File: config.mk
export PLATFORM = sky130hd
export DESIGN_NAME = modred_top
export DESIGN_NICKNAME = d
export VERILOG_FILES = /design/src/rtl/modred_arith_pkg.sv /design/src/rtl/modred_link_pkg.sv /design/src/rtl/modred_classifier.sv /design/src/rtl/modred_fold_lane.sv /design/src/rtl/modred_dispatch.sv /design/src/rtl/modred_result_arb.sv /design/src/rtl/modred_top.sv
export VERILOG_INCLUDE_DIRS = /design/src /design/src/rtl
export SDC_FILE = /design/constraint.sdc
export NUM_CORES = 2
export LEC_CHECK = 0
export BUFFER_PORTS_ARGS = -buffer_cell sky130_fd_sc_hd__buf_2
export CORE_ASPECT_RATIO = 0.8
export CORE_UTILIZATION = 30
export CTS_CLUSTER_SIZE = 28
export DETAILED_ROUTE_END_ITERATION = 6
export PLACE_DENSITY = 0.51
export RECOVER_POWER = 25
export SKIP_LAST_GASP = 1
export SLEW_MARGIN = 10
export SYNTH_ARGS = -nofsm -noshare
export SYNTH_HDL_FRONTEND = slang
export SYNTH_HIERARCHICAL = 1
export SYNTH_SLANG_ARGS = --single-unit
File: constraint.sdc
create_clock -name clk_i -period 27.8 [get_ports clk_i]
set_input_delay 1.39 -clock clk_i [delete_from_list [all_inputs] [get_ports clk_i]]
set_output_delay 1.39 -clock clk_i [all_outputs]
set_load 0.02 [all_outputs]
File: src/rtl/modred_settings.svh
`ifndef MODRED_SETTINGS_SVH
`define MODRED_SETTINGS_SVH

// ------------------------------------------------------------
// Datapath widths
// ------------------------------------------------------------

// Request operand x and working accumulator base width
`define MODRED_DATA_W 64
// Modulus and result width
`define MODRED_MOD_W 32
// Request tag width
`define MODRED_TAG_W 4

// ------------------------------------------------------------
// Lane count and flow control
// ------------------------------------------------------------

// Peer fold lanes, also the host request credits after reset
`define MODRED_NUM_LANES 2
// Response credits held by the engine after reset
`define MODRED_OUT_CREDITS 2

`endif

File: src/rtl/modred_arith_pkg.sv
`include "modred_settings.svh"

package modred_arith_pkg;

  // ------------------------------------------------------------
  // Accumulator sizing
  // ------------------------------------------------------------

  // Two guard bits above x for sign and fold growth
  localparam int ACC_W = `MODRED_DATA_W + 2;

  // ------------------------------------------------------------
  // Modulus classes and fixed primes
  // ------------------------------------------------------------

  typedef enum logic [2:0] {
    MC_NONE,
    MC_MERSENNE,
    MC_FERMAT,
    MC_KYBER,
    MC_DILITHIUM
  } mod_class_e;

  // Kyber prime 3329 with fold width 12
  localparam logic [`MODRED_MOD_W-1:0] KYBER_Q = `MODRED_MOD_W'd3329;
  localparam logic [5:0] KYBER_K = 6'd12;
  // 2^12 mod q is 2^9 + 2^8 - 1
  localparam int KYBER_SH_HI = 9;
  localparam int KYBER_SH_LO = 8;

  // Dilithium prime 8380417 with fold width 23
  localparam logic [`MODRED_MOD_W-1:0] DILITHIUM_Q = `MODRED_MOD_W'd8380417;
  localparam logic [5:0] DILITHIUM_K = 6'd23;
  // 2^23 mod q is 2^13 - 1
  localparam int DILITHIUM_SH = 13;

  // Lane sequencing
  typedef enum logic [1:0] {IDLE, FOLD, CORRECT, DONE} fold_state_e;

endpackage

File: src/rtl/modred_link_pkg.sv
`include "modred_settings.svh"

package modred_link_pkg;

  // ------------------------------------------------------------
  // Request and response transport types
  // ------------------------------------------------------------

  // Lane number for arbitration
  typedef logic [$clog2(`MODRED_NUM_LANES)-1:0] lane_idx_t;

  // One bit per lane for start, done and release
  typedef logic [`MODRED_NUM_LANES-1:0] lane_mask_t;

  // Host request tag, echoed on the response
  typedef logic [`MODRED_TAG_W-1:0] tag_t;

endpackage

File: src/rtl/modred_classifier.sv
`timescale 1ns/1ps
`include "modred_settings.svh"

module modred_classifier (
  input  logic [`MODRED_MOD_W-1:0]      m_i,
  input  logic [5:0]                    m_bl_i,
  output modred_arith_pkg::mod_class_e  class_o,
  output logic [5:0]                    k_o
);

  // One extra bit so 2^32 is representable
  localparam int PW = `MODRED_MOD_W + 1;

  logic [PW-1:0] m_ext;
  logic [PW-1:0] pow_bl;
  logic [PW-1:0] pow_bl_half;
  logic          bl_ok;
  logic          is_mersenne;
  logic          is_fermat;

  // Legal bit lengths only
  assign bl_ok = (m_bl_i >= 6'd2) && (m_bl_i <= 6'(`MODRED_MOD_W));

  assign m_ext       = {1'b0, m_i};
  // 2^bl and 2^(bl-1)
  assign pow_bl      = PW'(1) << m_bl_i;
  assign pow_bl_half = pow_bl >> 1;

  // All ones across bl bits
  assign is_mersenne = bl_ok && (m_ext == (pow_bl - PW'(1)));
  // Top and bottom bits only
  assign is_fermat   = bl_ok && (m_ext == (pow_bl_half + PW'(1)));

  // ------------------------------------------------------------
  // Class priority
  // ------------------------------------------------------------
  always_comb begin
    class_o = modred_arith_pkg::MC_NONE;
    k_o     = 6'd0;
    if (bl_ok && (m_i == modred_arith_pkg::KYBER_Q)) begin
      class_o = modred_arith_pkg::MC_KYBER;
      k_o     = modred_arith_pkg::KYBER_K;
    end else if (bl_ok && (m_i == modred_arith_pkg::DILITHIUM_Q)) begin
      class_o = modred_arith_pkg::MC_DILITHIUM;
      k_o     = modred_arith_pkg::DILITHIUM_K;
    end else if (is_mersenne) begin
      // 2^k = 1 mod m
      class_o = modred_arith_pkg::MC_MERSENNE;
      k_o     = m_bl_i;
    end else if (is_fermat) begin
      // 2^k = -1 mod m, k one below the length
      class_o = modred_arith_pkg::MC_FERMAT;
      k_o     = m_bl_i - 6'd1;
    end
  end

endmodule

File: src/rtl/modred_fold_lane.sv
`timescale 1ns/1ps
`include "modred_settings.svh"

module modred_fold_lane (
  input  logic                          clk_i,
  input  logic                          rst_ni,
  input  logic                          start_i,
  input  logic [`MODRED_DATA_W-1:0]     x_i,
  input  logic [`MODRED_MOD_W-1:0]      m_i,
  input  logic [5:0]                    m_bl_i,
  input  modred_link_pkg::tag_t         tag_i,
  input  logic                          release_i,
  output logic                          done_o,
  output logic [`MODRED_MOD_W-1:0]      result_o,
  output logic                          err_o,
  output modred_link_pkg::tag_t         tag_o
);

  localparam int AW = modred_arith_pkg::ACC_W;

  modred_arith_pkg::fold_state_e state_q;
  modred_arith_pkg::fold_state_e state_d;

  // Classification of the incoming request
  modred_arith_pkg::mod_class_e  class_in;
  logic [5:0]                    k_in;

  // Operands captured at start
  modred_arith_pkg::mod_class_e  class_q;
  logic [5:0]                    k_q;
  logic [`MODRED_MOD_W-1:0]      m_q;
  modred_link_pkg::tag_t         tag_q;
  logic                          err_q;

  // Working value
  logic signed [AW-1:0] acc_q;
  logic signed [AW-1:0] acc_d;

  // Fold and correction terms
  logic signed [AW-1:0] hi;
  logic signed [AW-1:0] lo;
  logic signed [AW-1:0] scaled;
  logic signed [AW-1:0] top;
  logic signed [AW-1:0] m_ext;
  logic                 fits;
  logic                 acc_neg;
  logic                 acc_ge_m;
  logic                 take;

  modred_classifier u_classifier (
    .m_i     (m_i),
    .m_bl_i  (m_bl_i),
    .class_o (class_in),
    .k_o     (k_in)
  );

  assign take = (state_q == modred_arith_pkg::IDLE) && start_i;

  // ------------------------------------------------------------
  // Fold datapath
  // ------------------------------------------------------------

  // v = hi * 2^k + lo with lo in [0, 2^k)
  assign hi = acc_q >>> k_q;
  assign lo = acc_q - (hi <<< k_q);

  // hi times (2^k mod m)
  always_comb begin
    case (class_q)
      modred_arith_pkg::MC_FERMAT: begin
        scaled = -hi;
      end
      modred_arith_pkg::MC_KYBER: begin
        scaled = (hi <<< modred_arith_pkg::KYBER_SH_HI)
               + (hi <<< modred_arith_pkg::KYBER_SH_LO) - hi;
      end
      modred_arith_pkg::MC_DILITHIUM: begin
        scaled = (hi <<< modred_arith_pkg::DILITHIUM_SH) - hi;
      end
      default: begin
        // Mersenne
        scaled = hi;
      end
    endcase
  end

  // Stop folding once the value fits in k+1 bits plus sign
  assign top  = acc_q >>> (k_q + 6'd1);
  assign fits = (top == '0) || (top == '1);

  // ------------------------------------------------------------
  // Correction datapath
  // ------------------------------------------------------------
  assign m_ext    = AW'(m_q);
  assign acc_neg  = acc_q[AW-1];
  assign acc_ge_m = !acc_neg && (acc_q >= m_ext);

  // ------------------------------------------------------------
  // Sequencing
  // ------------------------------------------------------------
  always_comb begin
    state_d = state_q;
    acc_d   = acc_q;
    case (state_q)
      modred_arith_pkg::IDLE: begin
        if (start_i) begin
          if (class_in == modred_arith_pkg::MC_NONE) begin
            // Unsupported modulus answers 0 at once
            acc_d   = '0;
            state_d = modred_arith_pkg::DONE;
          end else begin
            acc_d   = AW'(x_i);
            state_d = modred_arith_pkg::FOLD;
          end
        end
      end
      modred_arith_pkg::FOLD: begin
        if (fits) begin
          state_d = modred_arith_pkg::CORRECT;
        end else begin
          acc_d = lo + scaled;
        end
      end
      modred_arith_pkg::CORRECT: begin
        // One add or subtract of m per cycle
        if (acc_neg) begin
          acc_d = acc_q + m_ext;
        end else if (acc_ge_m) begin
          acc_d = acc_q - m_ext;
        end else begin
          state_d = modred_arith_pkg::DONE;
        end
      end
      modred_arith_pkg::DONE: begin
        // Hold until the arbiter takes the result
        if (release_i) begin
          state_d = modred_arith_pkg::IDLE;
        end
      end
      default: begin
        state_d = modred_arith_pkg::IDLE;
      end
    endcase
  end

  always_ff @(posedge clk_i or negedge rst_ni) begin
    if (!rst_ni) begin
      state_q <= modred_arith_pkg::IDLE;
    end else begin
      state_q <= state_d;
    end
  end

  always_ff @(posedge clk_i) begin
    acc_q <= acc_d;
    if (take) begin
      class_q <= class_in;
      k_q     <= k_in;
      m_q     <= m_i;
      tag_q   <= tag_i;
      err_q   <= (class_in == modred_arith_pkg::MC_NONE);
    end
  end

  // Result fields
  assign done_o   = (state_q == modred_arith_pkg::DONE);
  assign result_o = acc_q[`MODRED_MOD_W-1:0];
  assign err_o    = err_q;
  assign tag_o    = tag_q;

endmodule

File: src/rtl/modred_dispatch.sv
`timescale 1ns/1ps
`include "modred_settings.svh"

module modred_dispatch (
  input  logic                        clk_i,
  input  logic                        rst_ni,
  input  logic                        req_valid_i,
  input  modred_link_pkg::lane_mask_t lane_release_i,
  output modred_link_pkg::lane_mask_t lane_start_o,
  output logic                        req_credit_o
);

  // Lanes holding a request
  modred_link_pkg::lane_mask_t busy_q;
  modred_link_pkg::lane_mask_t busy_d;
  // Lowest idle lane as a one-hot mask
  modred_link_pkg::lane_mask_t pick;

  // ------------------------------------------------------------
  // Lane selection
  // ------------------------------------------------------------
  always_comb begin
    pick = '0;
    // Downward scan so the lowest idle lane wins
    for (int i = `MODRED_NUM_LANES - 1; i >= 0; i--) begin
      if (!busy_q[i]) begin
        pick    = '0;
        pick[i] = 1'b1;
      end
    end
  end

  // Host credits guarantee an idle lane here
  assign lane_start_o = req_valid_i ? pick : '0;

  assign busy_d = (busy_q | lane_start_o) & ~lane_release_i;

  // ------------------------------------------------------------
  // Busy tracking and credit return
  // ------------------------------------------------------------
  always_ff @(posedge clk_i or negedge rst_ni) begin
    if (!rst_ni) begin
      busy_q       <= '0;
      req_credit_o <= 1'b0;
    end else begin
      busy_q       <= busy_d;
      // One credit per released lane
      req_credit_o <= |lane_release_i;
    end
  end

endmodule

File: src/rtl/modred_result_arb.sv
`timescale 1ns/1ps
`include "modred_settings.svh"

module modred_result_arb (
  input  logic                        clk_i,
  input  logic                        rst_ni,
  input  modred_link_pkg::lane_mask_t lane_done_i,
  input  logic [`MODRED_MOD_W-1:0]    lane_result_i [`MODRED_NUM_LANES],
  input  logic                        lane_err_i [`MODRED_NUM_LANES],
  input  modred_link_pkg::tag_t       lane_tag_i [`MODRED_NUM_LANES],
  input  logic                        out_credit_i,
  output modred_link_pkg::lane_mask_t lane_release_o,
  output logic                        resp_valid_o,
  output logic [`MODRED_MOD_W-1:0]    resp_result_o,
  output logic                        resp_err_o,
  output modred_link_pkg::tag_t       resp_tag_o
);

  localparam int CW = $clog2(`MODRED_OUT_CREDITS + 1);

  // Response credits left at the sink
  logic [CW-1:0]               credit_q;
  logic                        have_credit;
  // Last winner for round-robin
  modred_link_pkg::lane_idx_t  last_q;
  modred_link_pkg::lane_idx_t  grant_idx;
  logic                        grant_valid;

  assign have_credit = (credit_q != '0);

  // ------------------------------------------------------------
  // Round-robin search starting after the last winner
  // ------------------------------------------------------------
  always_comb begin
    modred_link_pkg::lane_idx_t cand;
    grant_idx   = last_q;
    grant_valid = 1'b0;
    for (int i = 1; i <= `MODRED_NUM_LANES; i++) begin
      cand = modred_link_pkg::lane_idx_t'((int'(last_q) + i) % `MODRED_NUM_LANES);
      if (!grant_valid && lane_done_i[cand] && have_credit) begin
        grant_idx   = cand;
        grant_valid = 1'b1;
      end
    end
  end

  // Winner goes back to IDLE at the next edge
  assign lane_release_o = grant_valid ?
                          (modred_link_pkg::lane_mask_t'(1) << grant_idx) : '0;

  // ------------------------------------------------------------
  // Pointer, credits and response valid
  // ------------------------------------------------------------
  always_ff @(posedge clk_i or negedge rst_ni) begin
    if (!rst_ni) begin
      credit_q     <= CW'(`MODRED_OUT_CREDITS);
      last_q       <= '0;
      resp_valid_o <= 1'b0;
    end else begin
      // Spend on grant, refill on sink pulse
      credit_q     <= credit_q - CW'(grant_valid) + CW'(out_credit_i);
      resp_valid_o <= grant_valid;
      if (grant_valid) begin
        last_q <= grant_idx;
      end
    end
  end

  // Response payload
  always_ff @(posedge clk_i) begin
    if (grant_valid) begin
      resp_result_o <= lane_result_i[grant_idx];
      resp_err_o    <= lane_err_i[grant_idx];
      resp_tag_o    <= lane_tag_i[grant_idx];
    end
  end

endmodule

File: src/rtl/modred_top.sv
`timescale 1ns/1ps
`include "modred_settings.svh"

module modred_top (
  input  logic                          clk_i,
  input  logic                          rst_ni,
  // Request channel
  input  logic                          req_valid_i,
  input  logic [`MODRED_DATA_W-1:0]     req_x_i,
  input  logic [`MODRED_MOD_W-1:0]      req_m_i,
  input  logic [5:0]                    req_m_bl_i,
  input  modred_link_pkg::tag_t         req_tag_i,
  output logic                          req_credit_o,
  // Response channel
  input  logic                          out_credit_i,
  output logic                          resp_valid_o,
  output logic [`MODRED_MOD_W-1:0]      resp_result_o,
  output logic                          resp_err_o,
  output modred_link_pkg::tag_t         resp_tag_o
);

  // Lane handshake masks
  modred_link_pkg::lane_mask_t lane_start;
  modred_link_pkg::lane_mask_t lane_done;
  modred_link_pkg::lane_mask_t lane_release;

  // Per-lane result fields
  logic [`MODRED_MOD_W-1:0]    lane_result [`MODRED_NUM_LANES];
  logic                        lane_err [`MODRED_NUM_LANES];
  modred_link_pkg::tag_t       lane_tag [`MODRED_NUM_LANES];

  // ------------------------------------------------------------
  // Request side
  // ------------------------------------------------------------
  modred_dispatch u_dispatch (
    .clk_i          (clk_i),
    .rst_ni         (rst_ni),
    .req_valid_i    (req_valid_i),
    .lane_release_i (lane_release),
    .lane_start_o   (lane_start),
    .req_credit_o   (req_credit_o)
  );

  // Request fields are shared, start picks the lane
  for (genvar g = 0; g < `MODRED_NUM_LANES; g++) begin : g_lane
    modred_fold_lane u_lane (
      .clk_i     (clk_i),
      .rst_ni    (rst_ni),
      .start_i   (lane_start[g]),
      .x_i       (req_x_i),
      .m_i       (req_m_i),
      .m_bl_i    (req_m_bl_i),
      .tag_i     (req_tag_i),
      .release_i (lane_release[g]),
      .done_o    (lane_done[g]),
      .result_o  (lane_result[g]),
      .err_o     (lane_err[g]),
      .tag_o     (lane_tag[g])
    );
  end

  // ------------------------------------------------------------
  // Response side
  // ------------------------------------------------------------
  modred_result_arb u_result_arb (
    .clk_i          (clk_i),
    .rst_ni         (rst_ni),
    .lane_done_i    (lane_done),
    .lane_result_i  (lane_result),
    .lane_err_i     (lane_err),
    .lane_tag_i     (lane_tag),
    .out_credit_i   (out_credit_i),
    .lane_release_o (lane_release),
    .resp_valid_o   (resp_valid_o),
    .resp_result_o  (resp_result_o),
    .resp_err_o     (resp_err_o),
    .resp_tag_o     (resp_tag_o)
  );

endmodule

==> results.md <==
| Group | Parameter | This run |
| --- | --- | --- |
| run status | Status | finished, violations left |
| run status | Failing checks | design-rule violations, max-capacitance violations, max-slew violations |
| cts | Later-pin clock latency in the skew report | 0.62 ns |
| floorplanning | Die outline width | 601 um |
| global routing | Via count of the first global-routing pass | 85.4k |
| timing | Slew at the pin closest to its max-slew limit | 3.78 ns |
| critical path | CP Data Required Time | 28.12 ns |
| timing | Maximum clock skew at final layout | 0.0459 ns |
| floorplanning | Top-Level Pins | 149 |
| timing | Setup WS post-layout | 14.07 ns |
| cts | Root Buffer | sky130_fd_sc_hd__clkbuf_16 |
| drt | Routed wire length per instance | 30.2 um |
| drt | First DRT Iteration DRCs | 15.3k |
| timing | Hold Fails Final Rpt | 0 |
| cells and area | Layout cell share with drive strength beyond 1 | 10.3% |
| placement | Pre-CTS setup slack | 14.75 ns |
| cells and area | Combined area of the multi-input logic cells | 70300 um2 |
| pwr | Largest vdd supply drop | 0.0000952 V |
| global routing | Tot GR Track Use | 29.9% |
| floorplanning | Core area | 285000 um2 |
| pwr | Total chip power | 0.00952 W |
| job | Number of max-capacitance violations reported | 3 |
| critical path | Critical setup path kind | register to register |
| cts | Post_cts resized | 0 |
| critical path | Type of element launching the critical path | register |
| cts | CTS tree | built |
| synthesis | Sequential area share after synthesis | 9.43% |
| cells and area | P&R area growth vs syn | 5.74% |
| cells and area | Fill cells | 31.2k |
| cells and area | Layout Nets | 12.1k |
| global routing | First-pass GRT wire length | 641 mm |
| critical path | Worst path slowest cell | sky130_fd_sc_hd__a2111oi_0 |
| cts | Number of buffers added for setup after CTS | 0 |
| synthesis | Number of nets in the synthesized netlist | 12.5k |
| synthesis | Post-Syn Instances | 11.6k |
| floorplanning | Starting utilization of the core area | 30.2% |
| global routing | Antenna violations before repair | 29 |
| synthesis | Number of distinct library cells after synthesis | 139 |
| synthesis | Warnings from Yosys | 6 |
| global routing | Global route hottest layer | met1 |
| global routing | GRT Residual Overflow | 0 |
| pwr | PwrDens | 105 nW/um2 |
| synthesis | Post-synthesis average cell area | 7.40 um2 |
| cts | Clock H-tree levels | 2 |
| floorplanning | Die Area | 289000 um2 |
| synthesis | Cell Area, Synth | 86000 um2 |
| global routing | Met3 global-route usage | 9.31% |
| critical path | Number of buffers and inverters on the critical path | 7 |
| min path | Worst min-delay path class | register to register |
| cts | Inserted Clock Buffers | 36 |
| timing | Final slew viol count | 128 |
| timing | Setup violators final | 0 |
| placement | Post-DP HPWL | 360 mm |
| critical path | R2R setup slack | 14.07 ns |
| synthesis | Number of enable-type register cells in the synthesized netlist | 261 |
| critical path | Gate family responsible for the most delay along the worst path | compound AO/OA/AOI/OAI gates |
| drt | Via density | 6.31 |
| placement | Number of input and output port buffers inserted | 148 |
| drt | Remaining design rule violation count | 6 |
| global routing | Largest net degree at the start of global routing | 184 |
| placement | Final GP Congestion | 1.04 |
| drt | Length of the first detailed-routing pass in iterations | 7 |
| cts | Clock sink total | 272 |
| cells and area | Register area | 8110 um2 |
| drt | Vias | 94.9k |
| timing | Worst relative slew slack | -152% |
| cts | Post-CTS Hold Buffers | 0 |
| synthesis | Yosys reg bits | 272 |
| critical path | Worst-path maximum fanout | 56 |
| timing | Setup TNS | 0 ns |
| synthesis | Top FF cell, synth | sky130_fd_sc_hd__edfxtp_1 |
| cts | CTS Buffer Depth | 3 |
| synthesis | Async SR Flop Fraction | 4.04% |
| drt | ANT nets after route | 0 |
| global routing | Met1 demand-to-capacity share in global routing | 44.3% |
| drt | Final Routed Wirelength | 454 mm |
| timing | Post-route minimum period | 13.73 ns |
| timing | Maximum achievable frequency | 0.0729 GHz |
| pwr | Leakage power summed over all cells | 38.7 nW |
| floorplanning | Die boundary height | 481 um |
| timing | Unrepaired setup endpoints after global routing | no |
| critical path | Largest stage delay on the critical path | 0.97 ns |
| global routing | Global routing usage on met2 | 39.5% |
| cts | Post-CTS clock slew at the launch and capture registers of the worst setup and hold paths | 0.06 ns |
| floorplanning | Site Rows | 175 |
| critical path | Worst Setup End Kind | register |
| timing | Portion of the clock cycle consumed by the worst path in the final layout | 49.4% |
| critical path | Worst Path Arrival | 14.05 ns |
[worst reg2reg max path, delay by kind of cell (launching register included)]
kind	cells	cell delay, ns
AOI/OAI and AO/OA	19	6.84
xor gates and xnor gates	1	0.16
adders and majority gates	4	1.73
buffers and inverters	7	2.04
DFF	1	0.32
muxes	2	1.02
and+or+nand+nor	7	1.37
[power by group]
| part | total (W) | internal [W] | leakage, nW | switching (W) |
|---|---|---|---|---|
| sequential | 0.00101 | 0.000635 | 2.65 | 0.000375 |
| clock | 0.000498 | 0.000266 | 0.551 | 0.000232 |
| combinational | 0.00801 | 0.00294 | 35.5 | 0.00507 |
[state kept, by name, summed over array words and instances, names as in the netlist]
| name | flops |
|---|---|
| g_lane.u_lane/m_q | 64 |
| u_result_arb/resp_result_o | 32 |
| g_lane.u_lane/state_q | 4 |
| u_result_arb/last_q | 1 |
| g_lane.u_lane/err_o | 2 |
| u_result_arb/resp_err_o | 1 |
| g_lane.u_lane/acc_q | 132 |
| u_result_arb/credit_q | 2 |
| g_lane.u_lane/tag_o | 8 |
| u_result_arb/resp_valid_o | 1 |
| u_result_arb/resp_tag_o | 4 |
| u_dispatch/req_credit_o | 1 |
| g_lane.u_lane/class_q | 6 |
| u_dispatch/busy_q | 2 |
| g_lane.u_lane/k_q | 12 |
[final cells by class]
class,count,share of cell area (%)
diodes,18,0.0495
well taps,3805,5.23
repair buffers,402,2.95
inverters,1041,4.31
flip-flops and latches,272,8.92
clock buffers,45,1.06
clock inverters,17,0.184
multi-input cells,9435,77.3
[worst paths after layout]
kind	startpoint	endpoint	cells past startpoint
min in group asynchronous	rst_ni	u_result_arb/resp_valid_o	1
setup reg to reg	g_lane[0].u_lane/k_q[1]	g_lane[0].u_lane/acc_q[62]	40
hold reg to reg	u_dispatch/busy_q[1]	u_dispatch/busy_q[1]	2
hold / removal	u_dispatch/busy_q[1]	u_dispatch/busy_q[1]	2
setup / recovery	g_lane[0].u_lane/k_q[1]	g_lane[0].u_lane/acc_q[62]	40
max in group asynchronous	rst_ni	g_lane[1].u_lane/state_q[1]	1
[kinds of logic (layout without fill, tap and decap cells)]
family,after synthesis,in the layout,synth area share (%)
buffers and inverters,1917,1505,9.13
and+or+nand+nor,3543,3543,19.6
adders and majority gates,755,755,13.1
xor gates and xnor gates,555,555,5.72
DFF,272,272,9.43
other,0,18,0
muxes,978,978,15.8
AOI/OAI and AO/OA,3604,3604,27.1
[per-layer routing]
layer	wire length [um]	part of all wire, %
met4	20300	4.5
met3	62300	14
met5	654	0.14
met2	170000	37
met1	200000	44
[cell usage after synthesis, drive strengths merged, types with 122 or more instances]
library cell	n	area, um2
a211oi	122	921
a21o	328	2460
a21oi	1015	5090
a31oi	136	857
buf	300	1780
clkbuf	576	2160
edfxtp	261	7840
fa	246	4920
ha	509	6370
inv	1035	3880
mux2	259	2960
mux2i	444	4460
mux4	275	6190
nand2	1113	4180
nand3	243	1220
nand4	166	1060
nor2	1043	3950
nor3	224	1140
o21ai	789	3970
o22ai	159	1010
xnor2	401	3510
xor2	150	1310
[placed cells by master (no fill, tap or decap), types with 148 or more instances in the layout]
cell / instances
sky130_fd_sc_hd__nand4_1: 164
sky130_fd_sc_hd__o22ai_1: 157
sky130_fd_sc_hd__nand3_1: 241
sky130_fd_sc_hd__edfxtp_1: 261
sky130_fd_sc_hd__ha_1: 503
sky130_fd_sc_hd__inv_1: 1021
sky130_fd_sc_hd__nor2_1: 1033
sky130_fd_sc_hd__o21ai_0: 747
sky130_fd_sc_hd__a21o_1: 328
sky130_fd_sc_hd__fa_1: 246
sky130_fd_sc_hd__mux2_2: 233
sky130_fd_sc_hd__xnor2_1: 387
sky130_fd_sc_hd__mux2i_1: 442
sky130_fd_sc_hd__mux4_2: 275
sky130_fd_sc_hd__buf_4: 244
sky130_fd_sc_hd__a21oi_1: 1012
sky130_fd_sc_hd__xor2_1: 148
sky130_fd_sc_hd__nand2_1: 1107
sky130_fd_sc_hd__nor3_1: 220
[metrics by stage]
| stage | util (%) | cell area, um2 | instances | hold WS [ns] |
|---|---|---|---|---|
| 3_3_place_gp | 31.6 | 89900 | 14955 | 0.493 |
| 2_1_floorplan | - | 86000 | 11624 | 0.463 |
| 3_5_place_dp | 31.6 | 89900 | 14955 | 0.491 |
| 4_1_cts | 32.0 | 91000 | 15017 | 0.504 |
| 5_1_grt | 31.9 | 90900 | 15020 | 0.547 |
| 6_report | 32.0 | 91000 | 15035 | 0.497 |
No activity file was read; power rests on OpenSTA's default activity.
